**src/hdl/quad_pkg.sv**
```systemverilog
package quad_pkg;

    ////////////////////////////////////////////////////////////////////////////
    // Datapath widths and limits
    ////////////////////////////////////////////////////////////////////////////

    localparam int NUM_LANES        = 8;
    localparam int PIXEL_WIDTH      = 8;
    localparam int WEIGHT_WIDTH     = 8;
    localparam int ACC_WIDTH        = 20;
    localparam int PROD_WIDTH       = PIXEL_WIDTH + WEIGHT_WIDTH;
    localparam int MAX_KERNELS      = 4;
    localparam int KERNEL_IDX_WIDTH = 2;
    localparam int KERNEL_CNT_WIDTH = KERNEL_IDX_WIDTH + 1;
    localparam int DIM_WIDTH        = 8;

    // Prefetch buffer, power-of-two depth so the pointers wrap by themselves
    localparam int FIFO_DEPTH       = 16;
    localparam int FIFO_ADDR_WIDTH  = $clog2(FIFO_DEPTH);
    localparam int FIFO_CNT_WIDTH   = FIFO_ADDR_WIDTH + 1;

    ////////////////////////////////////////////////////////////////////////////
    // Data words and records
    ////////////////////////////////////////////////////////////////////////////

    typedef logic signed [PIXEL_WIDTH-1:0]  pixel_t;
    typedef logic signed [WEIGHT_WIDTH-1:0] weight_t;

    typedef pixel_t  [NUM_LANES-1:0] pixel_word_t;
    typedef weight_t [NUM_LANES-1:0] weight_word_t;

    typedef struct packed {
        logic [DIM_WIDTH-1:0] num_rows;
        logic [DIM_WIDTH-1:0] num_cols;
        logic                 relu_en;
    } job_cfg_t;

    typedef struct packed {
        logic signed [ACC_WIDTH-1:0] value;
        logic [DIM_WIDTH-1:0]        row;
        logic [DIM_WIDTH-1:0]        col;
        logic [KERNEL_IDX_WIDTH-1:0] kernel;
    } result_t;

    // Job controller states
    typedef enum logic [2:0] {
        ST_IDLE,
        ST_ACCEPT,
        ST_FETCH_REQ,
        ST_FETCH_ACK,
        ST_ROW_STREAM,
        ST_WAIT_DONE,
        ST_COMPLETE
    } ctrl_state_t;

endpackage

```
**src/hdl/cnn_quad_top.sv**
```systemverilog
`timescale 1ns/1ps

module cnn_quad_top (
    input  logic                   clk_core,
    input  logic                   rst,
    input  logic                   job_start,
    input  quad_pkg::job_cfg_t     job_cfg,
    output logic                   job_accept,
    output logic                   job_fetch_request,
    input  logic                   job_fetch_ack,
    output logic                   job_complete,
    input  logic                   job_complete_ack,
    input  logic                   pixel_valid,
    output logic                   pixel_ready,
    input  quad_pkg::pixel_word_t  pixel_data,
    input  logic                   weight_valid,
    output logic                   weight_ready,
    input  quad_pkg::weight_word_t weight_data,
    output logic                   result_valid,
    input  logic                   result_ready,
    output quad_pkg::result_t      result
);
    import quad_pkg::*;

    job_cfg_t                    active_cfg;
    logic                        job_active;
    logic                        job_done;
    logic                        fifo_full;
    logic                        fifo_push;
    logic                        fifo_empty;
    logic                        fifo_pop;
    pixel_word_t                 fifo_head;
    logic [KERNEL_IDX_WIDTH-1:0] rd_kernel;
    weight_word_t                rd_weights;
    logic [KERNEL_CNT_WIDTH-1:0] num_kernels;

    quad_job_ctrl i_quad_job_ctrl (
        .clk_core          (clk_core),
        .rst               (rst),
        .job_start         (job_start),
        .job_cfg           (job_cfg),
        .job_accept        (job_accept),
        .job_fetch_request (job_fetch_request),
        .job_fetch_ack     (job_fetch_ack),
        .pixel_valid       (pixel_valid),
        .pixel_ready       (pixel_ready),
        .fifo_full         (fifo_full),
        .fifo_push         (fifo_push),
        .job_done          (job_done),
        .job_complete      (job_complete),
        .job_complete_ack  (job_complete_ack),
        .active_cfg        (active_cfg),
        .job_active        (job_active)
    );

    pixel_prefetch_fifo i_pixel_prefetch_fifo (
        .clk_core  (clk_core),
        .rst       (rst),
        .push      (fifo_push),
        .push_data (pixel_data),
        .full      (fifo_full),
        .pop       (fifo_pop),
        .head      (fifo_head),
        .empty     (fifo_empty)
    );

    kernel_weight_table i_kernel_weight_table (
        .clk_core     (clk_core),
        .rst          (rst),
        .job_active   (job_active),
        .weight_valid (weight_valid),
        .weight_ready (weight_ready),
        .weight_data  (weight_data),
        .rd_kernel    (rd_kernel),
        .rd_weights   (rd_weights),
        .num_kernels  (num_kernels)
    );

    conv_engine i_conv_engine (
        .clk_core     (clk_core),
        .rst          (rst),
        .cfg          (active_cfg),
        .job_active   (job_active),
        .fifo_head    (fifo_head),
        .fifo_empty   (fifo_empty),
        .fifo_pop     (fifo_pop),
        .rd_kernel    (rd_kernel),
        .rd_weights   (rd_weights),
        .num_kernels  (num_kernels),
        .result_valid (result_valid),
        .result_ready (result_ready),
        .result       (result),
        .job_done     (job_done)
    );

endmodule

```
**src/hdl/conv_engine.sv**
```systemverilog
`timescale 1ns/1ps

module conv_engine (
    input  logic                                  clk_core,
    input  logic                                  rst,
    input  quad_pkg::job_cfg_t                    cfg,
    input  logic                                  job_active,
    input  quad_pkg::pixel_word_t                 fifo_head,
    input  logic                                  fifo_empty,
    output logic                                  fifo_pop,
    output logic [quad_pkg::KERNEL_IDX_WIDTH-1:0] rd_kernel,
    input  quad_pkg::weight_word_t                rd_weights,
    input  logic [quad_pkg::KERNEL_CNT_WIDTH-1:0] num_kernels,
    output logic                                  result_valid,
    input  logic                                  result_ready,
    output quad_pkg::result_t                     result,
    output logic                                  job_done
);
    import quad_pkg::*;

    logic                        stall;
    logic                        feed;
    logic                        last_k;
    logic                        accept;
    pixel_word_t                 relu_pix;
    logic                        s1_valid;
    pixel_word_t                 s1_pix;
    weight_word_t                s1_wts;
    logic                        s2_valid;
    logic signed [PROD_WIDTH-1:0] s2_prod [NUM_LANES];
    logic signed [ACC_WIDTH-1:0] tree_sum;
    logic signed [ACC_WIDTH-1:0] acc_q;
    logic [KERNEL_IDX_WIDTH-1:0] out_kernel;
    logic [DIM_WIDTH-1:0]        out_col;
    logic [DIM_WIDTH-1:0]        out_row;
    logic                        out_last_k;
    logic                        out_last_col;
    logic                        out_last_row;

    // Held result freezes every stage
    assign stall    = result_valid && !result_ready;
    assign feed     = job_active && !fifo_empty && (num_kernels != '0) && !stall;
    assign last_k   = ({1'b0, rd_kernel} == num_kernels - 1'b1);
    assign fifo_pop = feed && last_k;

    always_comb begin
        for (int i = 0; i < NUM_LANES; i++) begin
            if (cfg.relu_en && fifo_head[i][PIXEL_WIDTH-1]) begin
                relu_pix[i] = '0;
            end else begin
                relu_pix[i] = fifo_head[i];
            end
        end
    end

    always_comb begin
        tree_sum = '0;
        for (int i = 0; i < NUM_LANES; i++) begin
            tree_sum = tree_sum + ACC_WIDTH'(s2_prod[i]);
        end
    end

    ////////////////////////////////////////////////////////////////////////////
    // Three-stage multiply-accumulate pipeline
    ////////////////////////////////////////////////////////////////////////////

    always_ff @(posedge clk_core) begin
        if (rst) begin
            rd_kernel    <= '0;
            s1_valid     <= 1'b0;
            s2_valid     <= 1'b0;
            result_valid <= 1'b0;
        end else begin
            if (!job_active) begin
                rd_kernel <= '0;
            end else if (feed) begin
                rd_kernel <= last_k ? '0 : rd_kernel + 1'b1;
            end
            if (!stall) begin
                s1_valid     <= feed;
                s2_valid     <= s1_valid;
                result_valid <= s2_valid;
            end
        end
    end

    always_ff @(posedge clk_core) begin
        if (!stall) begin
            s1_pix <= relu_pix;
            s1_wts <= rd_weights;
            for (int i = 0; i < NUM_LANES; i++) begin
                s2_prod[i] <= PROD_WIDTH'(s1_pix[i]) * PROD_WIDTH'(s1_wts[i]);
            end
            acc_q <= tree_sum;
        end
    end

    ////////////////////////////////////////////////////////////////////////////
    // Output position, kernel fastest then column then row
    ////////////////////////////////////////////////////////////////////////////

    assign accept       = result_valid && result_ready;
    assign out_last_k   = ({1'b0, out_kernel} == num_kernels - 1'b1);
    assign out_last_col = (out_col == cfg.num_cols - 1'b1);
    assign out_last_row = (out_row == cfg.num_rows - 1'b1);
    assign job_done     = accept && out_last_k && out_last_col && out_last_row;

    assign result = '{value: acc_q, row: out_row, col: out_col, kernel: out_kernel};

    always_ff @(posedge clk_core) begin
        if (rst || !job_active) begin
            out_kernel <= '0;
            out_col    <= '0;
            out_row    <= '0;
        end else if (accept) begin
            out_kernel <= out_last_k ? '0 : out_kernel + 1'b1;
            if (out_last_k) begin
                out_col <= out_last_col ? '0 : out_col + 1'b1;
                if (out_last_col) begin
                    out_row <= out_last_row ? '0 : out_row + 1'b1;
                end
            end
        end
    end

endmodule

```
**src/hdl/kernel_weight_table.sv**
```systemverilog
`timescale 1ns/1ps

module kernel_weight_table (
    input  logic                                  clk_core,
    input  logic                                  rst,
    input  logic                                  job_active,
    input  logic                                  weight_valid,
    output logic                                  weight_ready,
    input  quad_pkg::weight_word_t                weight_data,
    input  logic [quad_pkg::KERNEL_IDX_WIDTH-1:0] rd_kernel,
    output quad_pkg::weight_word_t                rd_weights,
    output logic [quad_pkg::KERNEL_CNT_WIDTH-1:0] num_kernels
);
    import quad_pkg::*;

    weight_word_t                wt_mem [MAX_KERNELS];
    logic                        load;
    logic                        job_seen;
    logic                        has_room;
    logic [KERNEL_IDX_WIDTH-1:0] wr_idx;

    assign weight_ready = !job_active;
    assign load         = weight_valid && weight_ready;
    assign has_room     = num_kernels < KERNEL_CNT_WIDTH'(MAX_KERNELS);

    // First word after a job restarts the set at entry 0
    assign wr_idx = job_seen ? '0 : num_kernels[KERNEL_IDX_WIDTH-1:0];

    assign rd_weights = wt_mem[rd_kernel];

    always_ff @(posedge clk_core) begin
        if (load && (job_seen || has_room)) begin
            wt_mem[wr_idx] <= weight_data;
        end
    end

    always_ff @(posedge clk_core) begin
        if (rst) begin
            num_kernels <= '0;
            job_seen    <= 1'b0;
        end else begin
            if (job_active) begin
                job_seen <= 1'b1;
            end else if (load) begin
                job_seen <= 1'b0;
            end
            if (load && job_seen) begin
                num_kernels <= KERNEL_CNT_WIDTH'(1);
            end else if (load && has_room) begin
                num_kernels <= num_kernels + 1'b1;
            end
        end
    end

endmodule

```
**src/hdl/pixel_prefetch_fifo.sv**
```systemverilog
`timescale 1ns/1ps

module pixel_prefetch_fifo (
    input  logic                  clk_core,
    input  logic                  rst,
    input  logic                  push,
    input  quad_pkg::pixel_word_t push_data,
    output logic                  full,
    input  logic                  pop,
    output quad_pkg::pixel_word_t head,
    output logic                  empty
);
    import quad_pkg::*;

    pixel_word_t                mem [FIFO_DEPTH];
    logic [FIFO_ADDR_WIDTH-1:0] wr_ptr;
    logic [FIFO_ADDR_WIDTH-1:0] rd_ptr;
    logic [FIFO_CNT_WIDTH-1:0]  count;
    logic                       do_push;
    logic                       do_pop;

    assign full    = (count == FIFO_CNT_WIDTH'(FIFO_DEPTH));
    assign empty   = (count == '0);
    assign do_push = push && !full;
    assign do_pop  = pop && !empty;

    // Show-ahead read
    assign head = mem[rd_ptr];

    always_ff @(posedge clk_core) begin
        if (do_push) begin
            mem[wr_ptr] <= push_data;
        end
    end

    always_ff @(posedge clk_core) begin
        if (rst) begin
            wr_ptr <= '0;
            rd_ptr <= '0;
            count  <= '0;
        end else begin
            if (do_push) begin
                wr_ptr <= wr_ptr + 1'b1;
            end
            if (do_pop) begin
                rd_ptr <= rd_ptr + 1'b1;
            end
            // Occupancy, unchanged on simultaneous push and pop
            case ({do_push, do_pop})
                2'b10:   count <= count + 1'b1;
                2'b01:   count <= count - 1'b1;
                default: count <= count;
            endcase
        end
    end

endmodule

```
**src/hdl/quad_job_ctrl.sv**
```systemverilog
`timescale 1ns/1ps

module quad_job_ctrl (
    input  logic               clk_core,
    input  logic               rst,
    input  logic               job_start,
    input  quad_pkg::job_cfg_t job_cfg,
    output logic               job_accept,
    output logic               job_fetch_request,
    input  logic               job_fetch_ack,
    input  logic               pixel_valid,
    output logic               pixel_ready,
    input  logic               fifo_full,
    output logic               fifo_push,
    input  logic               job_done,
    output logic               job_complete,
    input  logic               job_complete_ack,
    output quad_pkg::job_cfg_t active_cfg,
    output logic               job_active
);
    import quad_pkg::*;

    ctrl_state_t          state;
    logic [DIM_WIDTH-1:0] row_cnt;
    logic [DIM_WIDTH-1:0] col_cnt;
    logic                 last_col;
    logic                 last_row;

    // Pixels admitted only during a row and while the buffer has room
    assign pixel_ready = (state == ST_ROW_STREAM) && !fifo_full;
    assign fifo_push   = pixel_valid && pixel_ready;
    assign job_active  = (state != ST_IDLE);

    assign last_col = (col_cnt == active_cfg.num_cols - 1'b1);
    assign last_row = (row_cnt == active_cfg.num_rows - 1'b1);

    always_ff @(posedge clk_core) begin
        if (state == ST_IDLE && job_start) begin
            active_cfg <= job_cfg;
        end
    end

    ////////////////////////////////////////////////////////////////////////////
    // Job state machine
    ////////////////////////////////////////////////////////////////////////////

    always_ff @(posedge clk_core) begin
        if (rst) begin
            state             <= ST_IDLE;
            job_accept        <= 1'b0;
            job_fetch_request <= 1'b0;
            job_complete      <= 1'b0;
            row_cnt           <= '0;
            col_cnt           <= '0;
        end else begin
            case (state)
                ST_IDLE: begin
                    if (job_start) begin
                        job_accept <= 1'b1;
                        state      <= ST_ACCEPT;
                    end
                end
                ST_ACCEPT: begin
                    if (!job_start) begin
                        job_accept <= 1'b0;
                        row_cnt    <= '0;
                        col_cnt    <= '0;
                        state      <= ST_FETCH_REQ;
                    end
                end
                ST_FETCH_REQ: begin
                    // Raise the request, drop it once acked
                    if (!job_fetch_request) begin
                        job_fetch_request <= !job_fetch_ack;
                    end else if (job_fetch_ack) begin
                        job_fetch_request <= 1'b0;
                        state             <= ST_FETCH_ACK;
                    end
                end
                ST_FETCH_ACK: begin
                    if (!job_fetch_ack) begin
                        state <= ST_ROW_STREAM;
                    end
                end
                ST_ROW_STREAM: begin
                    if (fifo_push) begin
                        if (last_col) begin
                            col_cnt <= '0;
                            if (last_row) begin
                                state <= ST_WAIT_DONE;
                            end else begin
                                row_cnt <= row_cnt + 1'b1;
                                state   <= ST_FETCH_REQ;
                            end
                        end else begin
                            col_cnt <= col_cnt + 1'b1;
                        end
                    end
                end
                ST_WAIT_DONE: begin
                    if (job_done) begin
                        job_complete <= 1'b1;
                        state        <= ST_COMPLETE;
                    end
                end
                ST_COMPLETE: begin
                    if (job_complete && job_complete_ack) begin
                        job_complete <= 1'b0;
                    end else if (!job_complete && !job_complete_ack) begin
                        state <= ST_IDLE;
                    end
                end
                default: begin
                    state <= ST_IDLE;
                end
            endcase
        end
    end

endmodule

```
**config.mk**
```make
export PLATFORM = sky130hd
export DESIGN_NAME = cnn_quad_top
export DESIGN_NICKNAME = d
export VERILOG_FILES = /design/src/hdl/quad_pkg.sv /design/src/hdl/cnn_quad_top.sv /design/src/hdl/conv_engine.sv /design/src/hdl/kernel_weight_table.sv /design/src/hdl/pixel_prefetch_fifo.sv /design/src/hdl/quad_job_ctrl.sv
export SDC_FILE = /design/constraint.sdc
export NUM_CORES = 2
export LEC_CHECK = 0
export BUFFER_PORTS_ARGS = -buffer_cell sky130_fd_sc_hd__buf_2
export CAP_MARGIN = 10
export CORE_MARGIN = 2
export CORE_UTILIZATION = 68
export CTS_CLUSTER_DIAMETER = 60
export DETAILED_ROUTE_END_ITERATION = 10
export PLACE_DENSITY = 0.86
export SYNTH_ARGS = -nofsm -noshare
export SYNTH_HDL_FRONTEND = slang
export SYNTH_SLANG_ARGS = --single-unit
```
**constraint.sdc**
```tcl
create_clock -name clk_core -period 14.45 [get_ports clk_core]
set_input_delay 0.7225 -clock clk_core [delete_from_list [all_inputs] [get_ports clk_core]]
set_output_delay 0.7225 -clock clk_core [all_outputs]
set_load 0.02 [all_outputs]
```
[Yosys cells after proc, flatten, opt, wreduce, memory -nomap -nowiden]
Memories as Yosys holds them, arrays and structs flattened. A register that Yosys moved wholly into a read port is not among the register bits.
Index checks and enable logic that the tools add are counted.
Word-level totals
  register bits after elaboration: 163
  word-level logic and storage cells: 195
  memories kept: 3
  memory bits (writable): 1408
  output and inout port bits: 44
  input port bits: 153
Memory list
  i_pixel_prefetch_fifo.mem: depth 16, width 64, read ports 1, clocked after Yosys merged registers in 1, write ports 1, RTL line pixel_prefetch_fifo.sv:15  | pixel_word_t mem [FIFO_DEPTH];
  i_kernel_weight_table.wt_mem: depth 4, width 64, read ports 1, clocked after Yosys merged registers in 1, write ports 1, RTL line kernel_weight_table.sv:16  | weight_word_t wt_mem [MAX_KERNELS];
  i_conv_engine.s2_prod: depth 8, width 16, read ports 8, clocked after Yosys merged registers in 0, write ports 8, RTL line conv_engine.sv:30  | logic signed [PROD_WIDTH-1:0] s2_prod [NUM_LANES];
Cells by class
  equal/unequal tests: 27
  muxes and demuxes: 45
  bitwise gates (word level): 1
  magnitude comparators: 1
  $add $sub $neg: 21
  multipliers: 8
  reduce and logical (&&, ||, !) cells: 58
Operators by type and width (number)
  8-bit by 8-bit multiplier with 16-bit output: 8
  20-bit by 16-bit adder with 20-bit output: 5
  8-bit 2-to-1 mux: 8
  3-bit 2-to-1 mux: 11
  8-bit by 1-bit adder with 8-bit output (second input constant): 4
  8-bit equality test: 4
  8-bit one-hot mux with 2 select lines: 2
  1-bit logical AND: 28
  3-bit one-hot mux with 7 select lines: 1
  17-bit by 16-bit adder with 18-bit output: 1
  16-bit by 16-bit adder with 17-bit output: 1
  8-bit by 1-bit subtractor with 8-bit output (second input constant): 2
  1-bit 2-to-1 mux: 15
  2-bit by 1-bit inequality test with 1-bit output (second input constant): 6
  2-bit inequality test (second input constant): 6
  3-bit AND reduction: 4
  2-bit nonzero test: 6
  5-bit one-hot mux with 2 select lines: 1
  10-bit AND reduction: 1
  3-bit equality test (second input constant): 3
  1-bit zero test: 9
  4-bit by 1-bit adder with 4-bit output (second input constant): 2
  4-bit 2-to-1 mux: 2
  2-bit by 3-bit equality test with 1-bit output: 2
  other kinds (21): 29

[Logic depth before layout (Yosys ltp)]
  depth after elaboration: 9
  mapped depth: 24
  depth with buffers taken out: 24

[Cells and area by module]
Synthesis repeated with hierarchy kept, for this count alone.
Second synthesis, totals
  cells, all modules: 5486
  area, all modules: 84633.7 µm²
Modules (own cells, without submodules)
  pixel_prefetch_fifo: cells an instance 1686, times used 1, area each 39227.6 µm², seq. area each 31089.8 µm²
  conv_engine: cells an instance 3208, times used 1, area each 33694.8 µm², seq. area each 8748.4 µm²
  kernel_weight_table: cells an instance 360, times used 1, area each 9539.1 µm², seq. area each 7767.4 µm²
  quad_job_ctrl: cells an instance 232, times used 1, area each 2172.1 µm², seq. area each 950.9 µm²

[Worst setup path before layout]
Ideal clock, no wire load.
  path kind: register -> register
  from: reg i_quad_job_ctrl.state[1]
  to: mem i_pixel_prefetch_fifo.mem[0][0] (netlist bit) (enable)
  arrival: 7.233 ns
  setup slack: 6.573 ns
  clock period less this slack: 7.877 ns
  cell stages (with the launch flop): 7
  buffers on the path: 2
  setup time: 0.644 ns
  data required time: 13.806 ns
  cells stage by stage: dfxtp_1 clkbuf_1 nor3_1 and3_1 buf_2 inv_2 nor4_1
On the way
  longest elaborated chain between the ends: 6
RTL lines
  from (decl): RTL line quad_job_ctrl.sv:23  | ctrl_state_t state;
  from (signal assigned): RTL line quad_job_ctrl.sv:49  | state <= ST_IDLE;
  from (signal assigned): RTL line quad_job_ctrl.sv:60  | state <= ST_ACCEPT;
  from (signal assigned): RTL line quad_job_ctrl.sv:68  | state <= ST_FETCH_REQ;
  3-bit equality test: RTL line quad_job_ctrl.sv:30  | assign pixel_ready = (state == ST_ROW_STREAM) && !fifo_full;
  1-bit logical AND: RTL line quad_job_ctrl.sv:30
  1-bit logical AND: RTL line quad_job_ctrl.sv:31  | assign fifo_push = pixel_valid && pixel_ready;
  1-bit logical AND: RTL line pixel_prefetch_fifo.sv:24  | assign do_push = push && !full;
  1-bit 2-to-1 mux: RTL line pixel_prefetch_fifo.sv:31  | if (do_push) begin
  1-bit 2-to-1 mux (implied by the code): RTL line pixel_prefetch_fifo.sv:32  | mem[wr_ptr] <= push_data;
  to (decl): RTL line pixel_prefetch_fifo.sv:15
Every way passes these cells.

==> metrics.md <==
| Metric | Value |
|---|---|
| Status | `finished clean` |
| Max-cap violations | `0` |
| Min cycle time layout | `between 5 and 6 ns` |
| Syn_area_per_cell | `~16 sq um` |
| TritonCTS clock tree | `built` |
| Dpl hpwl | `~130000 um` |
| DR pass1 iterations | `6` |
| Clock buffer depth | `3` |
| Post-synth EDFFs | `~1600` |
| First-pass GRT wire length | `approximately 320000 um` |
| Hold Buf Count CTS | `0` |
| CTS resizes | `0` |
| FF+latch count, synth | `1639` |
| CP Capture Type | `register` |
| Main area contributors after synthesis | `edfxtp_1 56%, fa_1 13%, mux4_2 10%` |
| Post-CTS setup buffers | `0` |
| Setup TNS | `0 ns` |
| Max Slew Vio Count | `0` |
| Least-Margin Pin Slew | `1.13 ns` |
| Top_reg_cell synth | `edfxtp_1` |
| CTS Root Cell | `clkbuf_16` |
| Sequential area share after synthesis | `0.579` |
| Final setup viols | `0` |
| Vias in the first global route | `49700` |
| Total routed wirelength | `between 200000 and 250000 um` |
| Worst EP arrival | `6.54 ns` |
| Via count | `~47000` |
| Placement Setup Slack | `8.61 ns` |
| Starting Density | `0.687` |
| Die ar. | `126000 sq um` |
| Routability Congestion | `0.904` |
| GRT Util Overall | `0.343` |
| Clock Latency Late Sink | `0.82 ns` |
| Top-count cell post-synth | `edfxtp_1` |
| Die height | `355 um` |
| Layout cells sized above 1 | `0.163` |
| HP Class | `input port to register` |
| Net Count, Synth | `~6000` |
| CP required | `~15 ns` |
| Die outline width | `355 um` |
| I/O pin count | `197` |
| Vias per inst | `6.47` |
| Ys async rst share | `0` |
| Crit Path Max Fanout | `6` |
| PortBufs | `196` |
| Most frequent cells after synthesis | `1573 x edfxtp_1, 707 x inv_1, 528 x fa_1` |
| Congestion Overflow GR | `0` |
| Initial antenna violation count | `49` |
| Slew HR | `0.246` |
| Yosys warning total | `0` |
| Post-synth cell types | `75` |
| H-tree levels | `4` |
| First DRT Iteration DRCs | `slightly below 7000` |
| Final setup margin | `about 8.5 ns` |
| Layout Cells excl Fill | `7278` |
| Fmax | `~0.17 GHz` |
| WS Path Type | `register to register` |
| Layout Skew | `0.0595 ns` |
| CP Launch Type | `register` |
| Core Box Area | `approximately 120000 sq um` |
| Area grow syn2layout | `10.3%` |
| Inst Count DP | `6946` |
| Synthesized instance count | `5193` |
| Clock Pin Slew Worst Setup and Hold Paths | `0.06 ns` |
| Period utilisation layout | `0.414` |
| Residual DRC | `0` |
| Fin. Hold Viols | `0` |
| Largest net degree at the start of global routing | `103` |
| RSZ-0062 raised after global routing | `false` |
| CTS sink cnt | `around 1600` |
| Final ANT Viol Nets | `0` |
| TritonCTS Buffers | `165` |
| Routed len/inst | `about 29 um` |
| Row Count | `128` |
| Top-area cell type share of the netlist area | `0.563` |
| Area leader, netlist | `edfxtp_1` |
| Synthesized cell area | `roughly 84000 sq um` |
| Final net count | `approximately 6500` |
## worst max-delay path: stages (launching register included)
cell and delay, ns:
edfxtp_1 0.34, inv_1 0.07, fa_1 0.54, inv_1 0.05
ha_1 0.21, inv_1 0.09, fa_1 0.21, nor2b_1 0.06
o31a_1 0.27, o211ai_1 0.22, a21oi_1 0.12, o31ai_1 0.47
o211a_1 0.26, o311ai_0 0.17, fa_1 0.50, fa_1 0.46
fa_1 0.51, inv_1 0.04, ha_1 0.37, a21oi_1 0.24
o21ai_0 0.10, a21oi_1 0.16, o21ai_0 0.12, xnor2_1 0.14
## layout by cell type (no fill, tap or decap), types with 8 or more instances in the layout
master and count:
inv_6 8, and2_1 325, xnor2_1 149, a21oi_1 89, nor2b_1 94, mux4_2 384, nand3_1 31, dfxtp_1 60
o31ai_1 8, buf_4 47, diode_2 32, a31oi_1 16, buf_2 196, xor2_1 54, or3_1 13, o311ai_0 9
nor3_1 41, nand2b_1 74, clkinv_2 19, clkbuf_1 30, or4_1 9, o211ai_1 16, o21ai_0 66, and3_1 12
edfxtp_1 1573, clkbuf_16 165, a21boi_0 13, inv_1 706, o21bai_1 11, ha_1 284, nand4_1 13, clkinv_1 33
nand2_1 234, nor2_1 112, a21o_1 18, o21a_1 9, bufinv_16 19, fa_1 528
## metal layers
metal | vias to the layer above | routed length, um | GRT usage
met3 | 643 | 21200 | 0.0679
met5 | - | 144 | 0
met4 | 24 | 10000 | 0.157
met2 | 3175 | 105000 | 0.562
met1 | 24000 | 74000 | 0.454
li1 | 19300 | - | -
## state kept, by name (all words and copies together) (netlist names), 5 cells and up, named ones only
signal,cells
i_quad_job_ctrl.col_cnt,8
i_kernel_weight_table.wt_mem,256
i_conv_engine.s1_pix,64
i_pixel_prefetch_fifo.count,5
i_conv_engine.out_row,8
i_conv_engine.s2_prod,128
i_conv_engine.out_col,8
i_conv_engine.acc_q,20
i_quad_job_ctrl.row_cnt,8
i_conv_engine.s1_wts,64
i_pixel_prefetch_fifo.mem,1024
i_quad_job_ctrl.active_cfg,17
## kinds of logic after synthesis
family	share of synthesized area
buffers and inverters	0.0371
xor gates and xnor gates	0.0223
adders and majority gates	0.168
AOI/OAI and AO/OA	0.0243
muxes	0.104
and+or+nand+nor	0.0648
DFF	0.579
## final cells by class
type / instances / area [sq um]
sequential: 1639 / 48600
clock inverter: 103 / 1250
multi-input combinational: 2730 / 32300
timing repair buffer: 244 / 1350
antenna: 32 / 80.1
fill: 6483 / 29500
tap: 1625 / 2030
clock buffer: 197 / 4270
inverter: 708 / 2670
## metrics by stage
stage / util / instance area (sq um) / hold slack (ns)
finish: 0.758 / 92500 / 0.0754
global route: 0.758 / 92500 / 0.0558
CTS: 0.757 / 92400 / 0.0512
detailed placement: 0.712 / 86900 / 0.464
global placement: 0.712 / 86900 / 0.443
floorplan: - / 83800 / 0.436
## final timing paths
path | start | end | slack [ns] | depth (start not counted)
max reg2reg | i_conv_engine.s2_prod[0][1]$_DFFE_PN_ | i_conv_engine.acc_q[19]$_DFFE_PN_ | 8.47 | 23
max | i_conv_engine.s2_prod[0][1]$_DFFE_PN_ | i_conv_engine.acc_q[19]$_DFFE_PN_ | 8.47 | 23
min reg2reg | i_conv_engine.s1_valid$_SDFFE_PP0N_ | i_conv_engine.s1_valid$_SDFFE_PP0N_ | 0.47 | 2
min | job_cfg[0] | i_quad_job_ctrl.active_cfg[0]$_DFFE_PP_ | 0.08 | 1
Power is not shown: default switching activity piles up to over one toggle a cycle in this logic, so the estimate is an artifact.
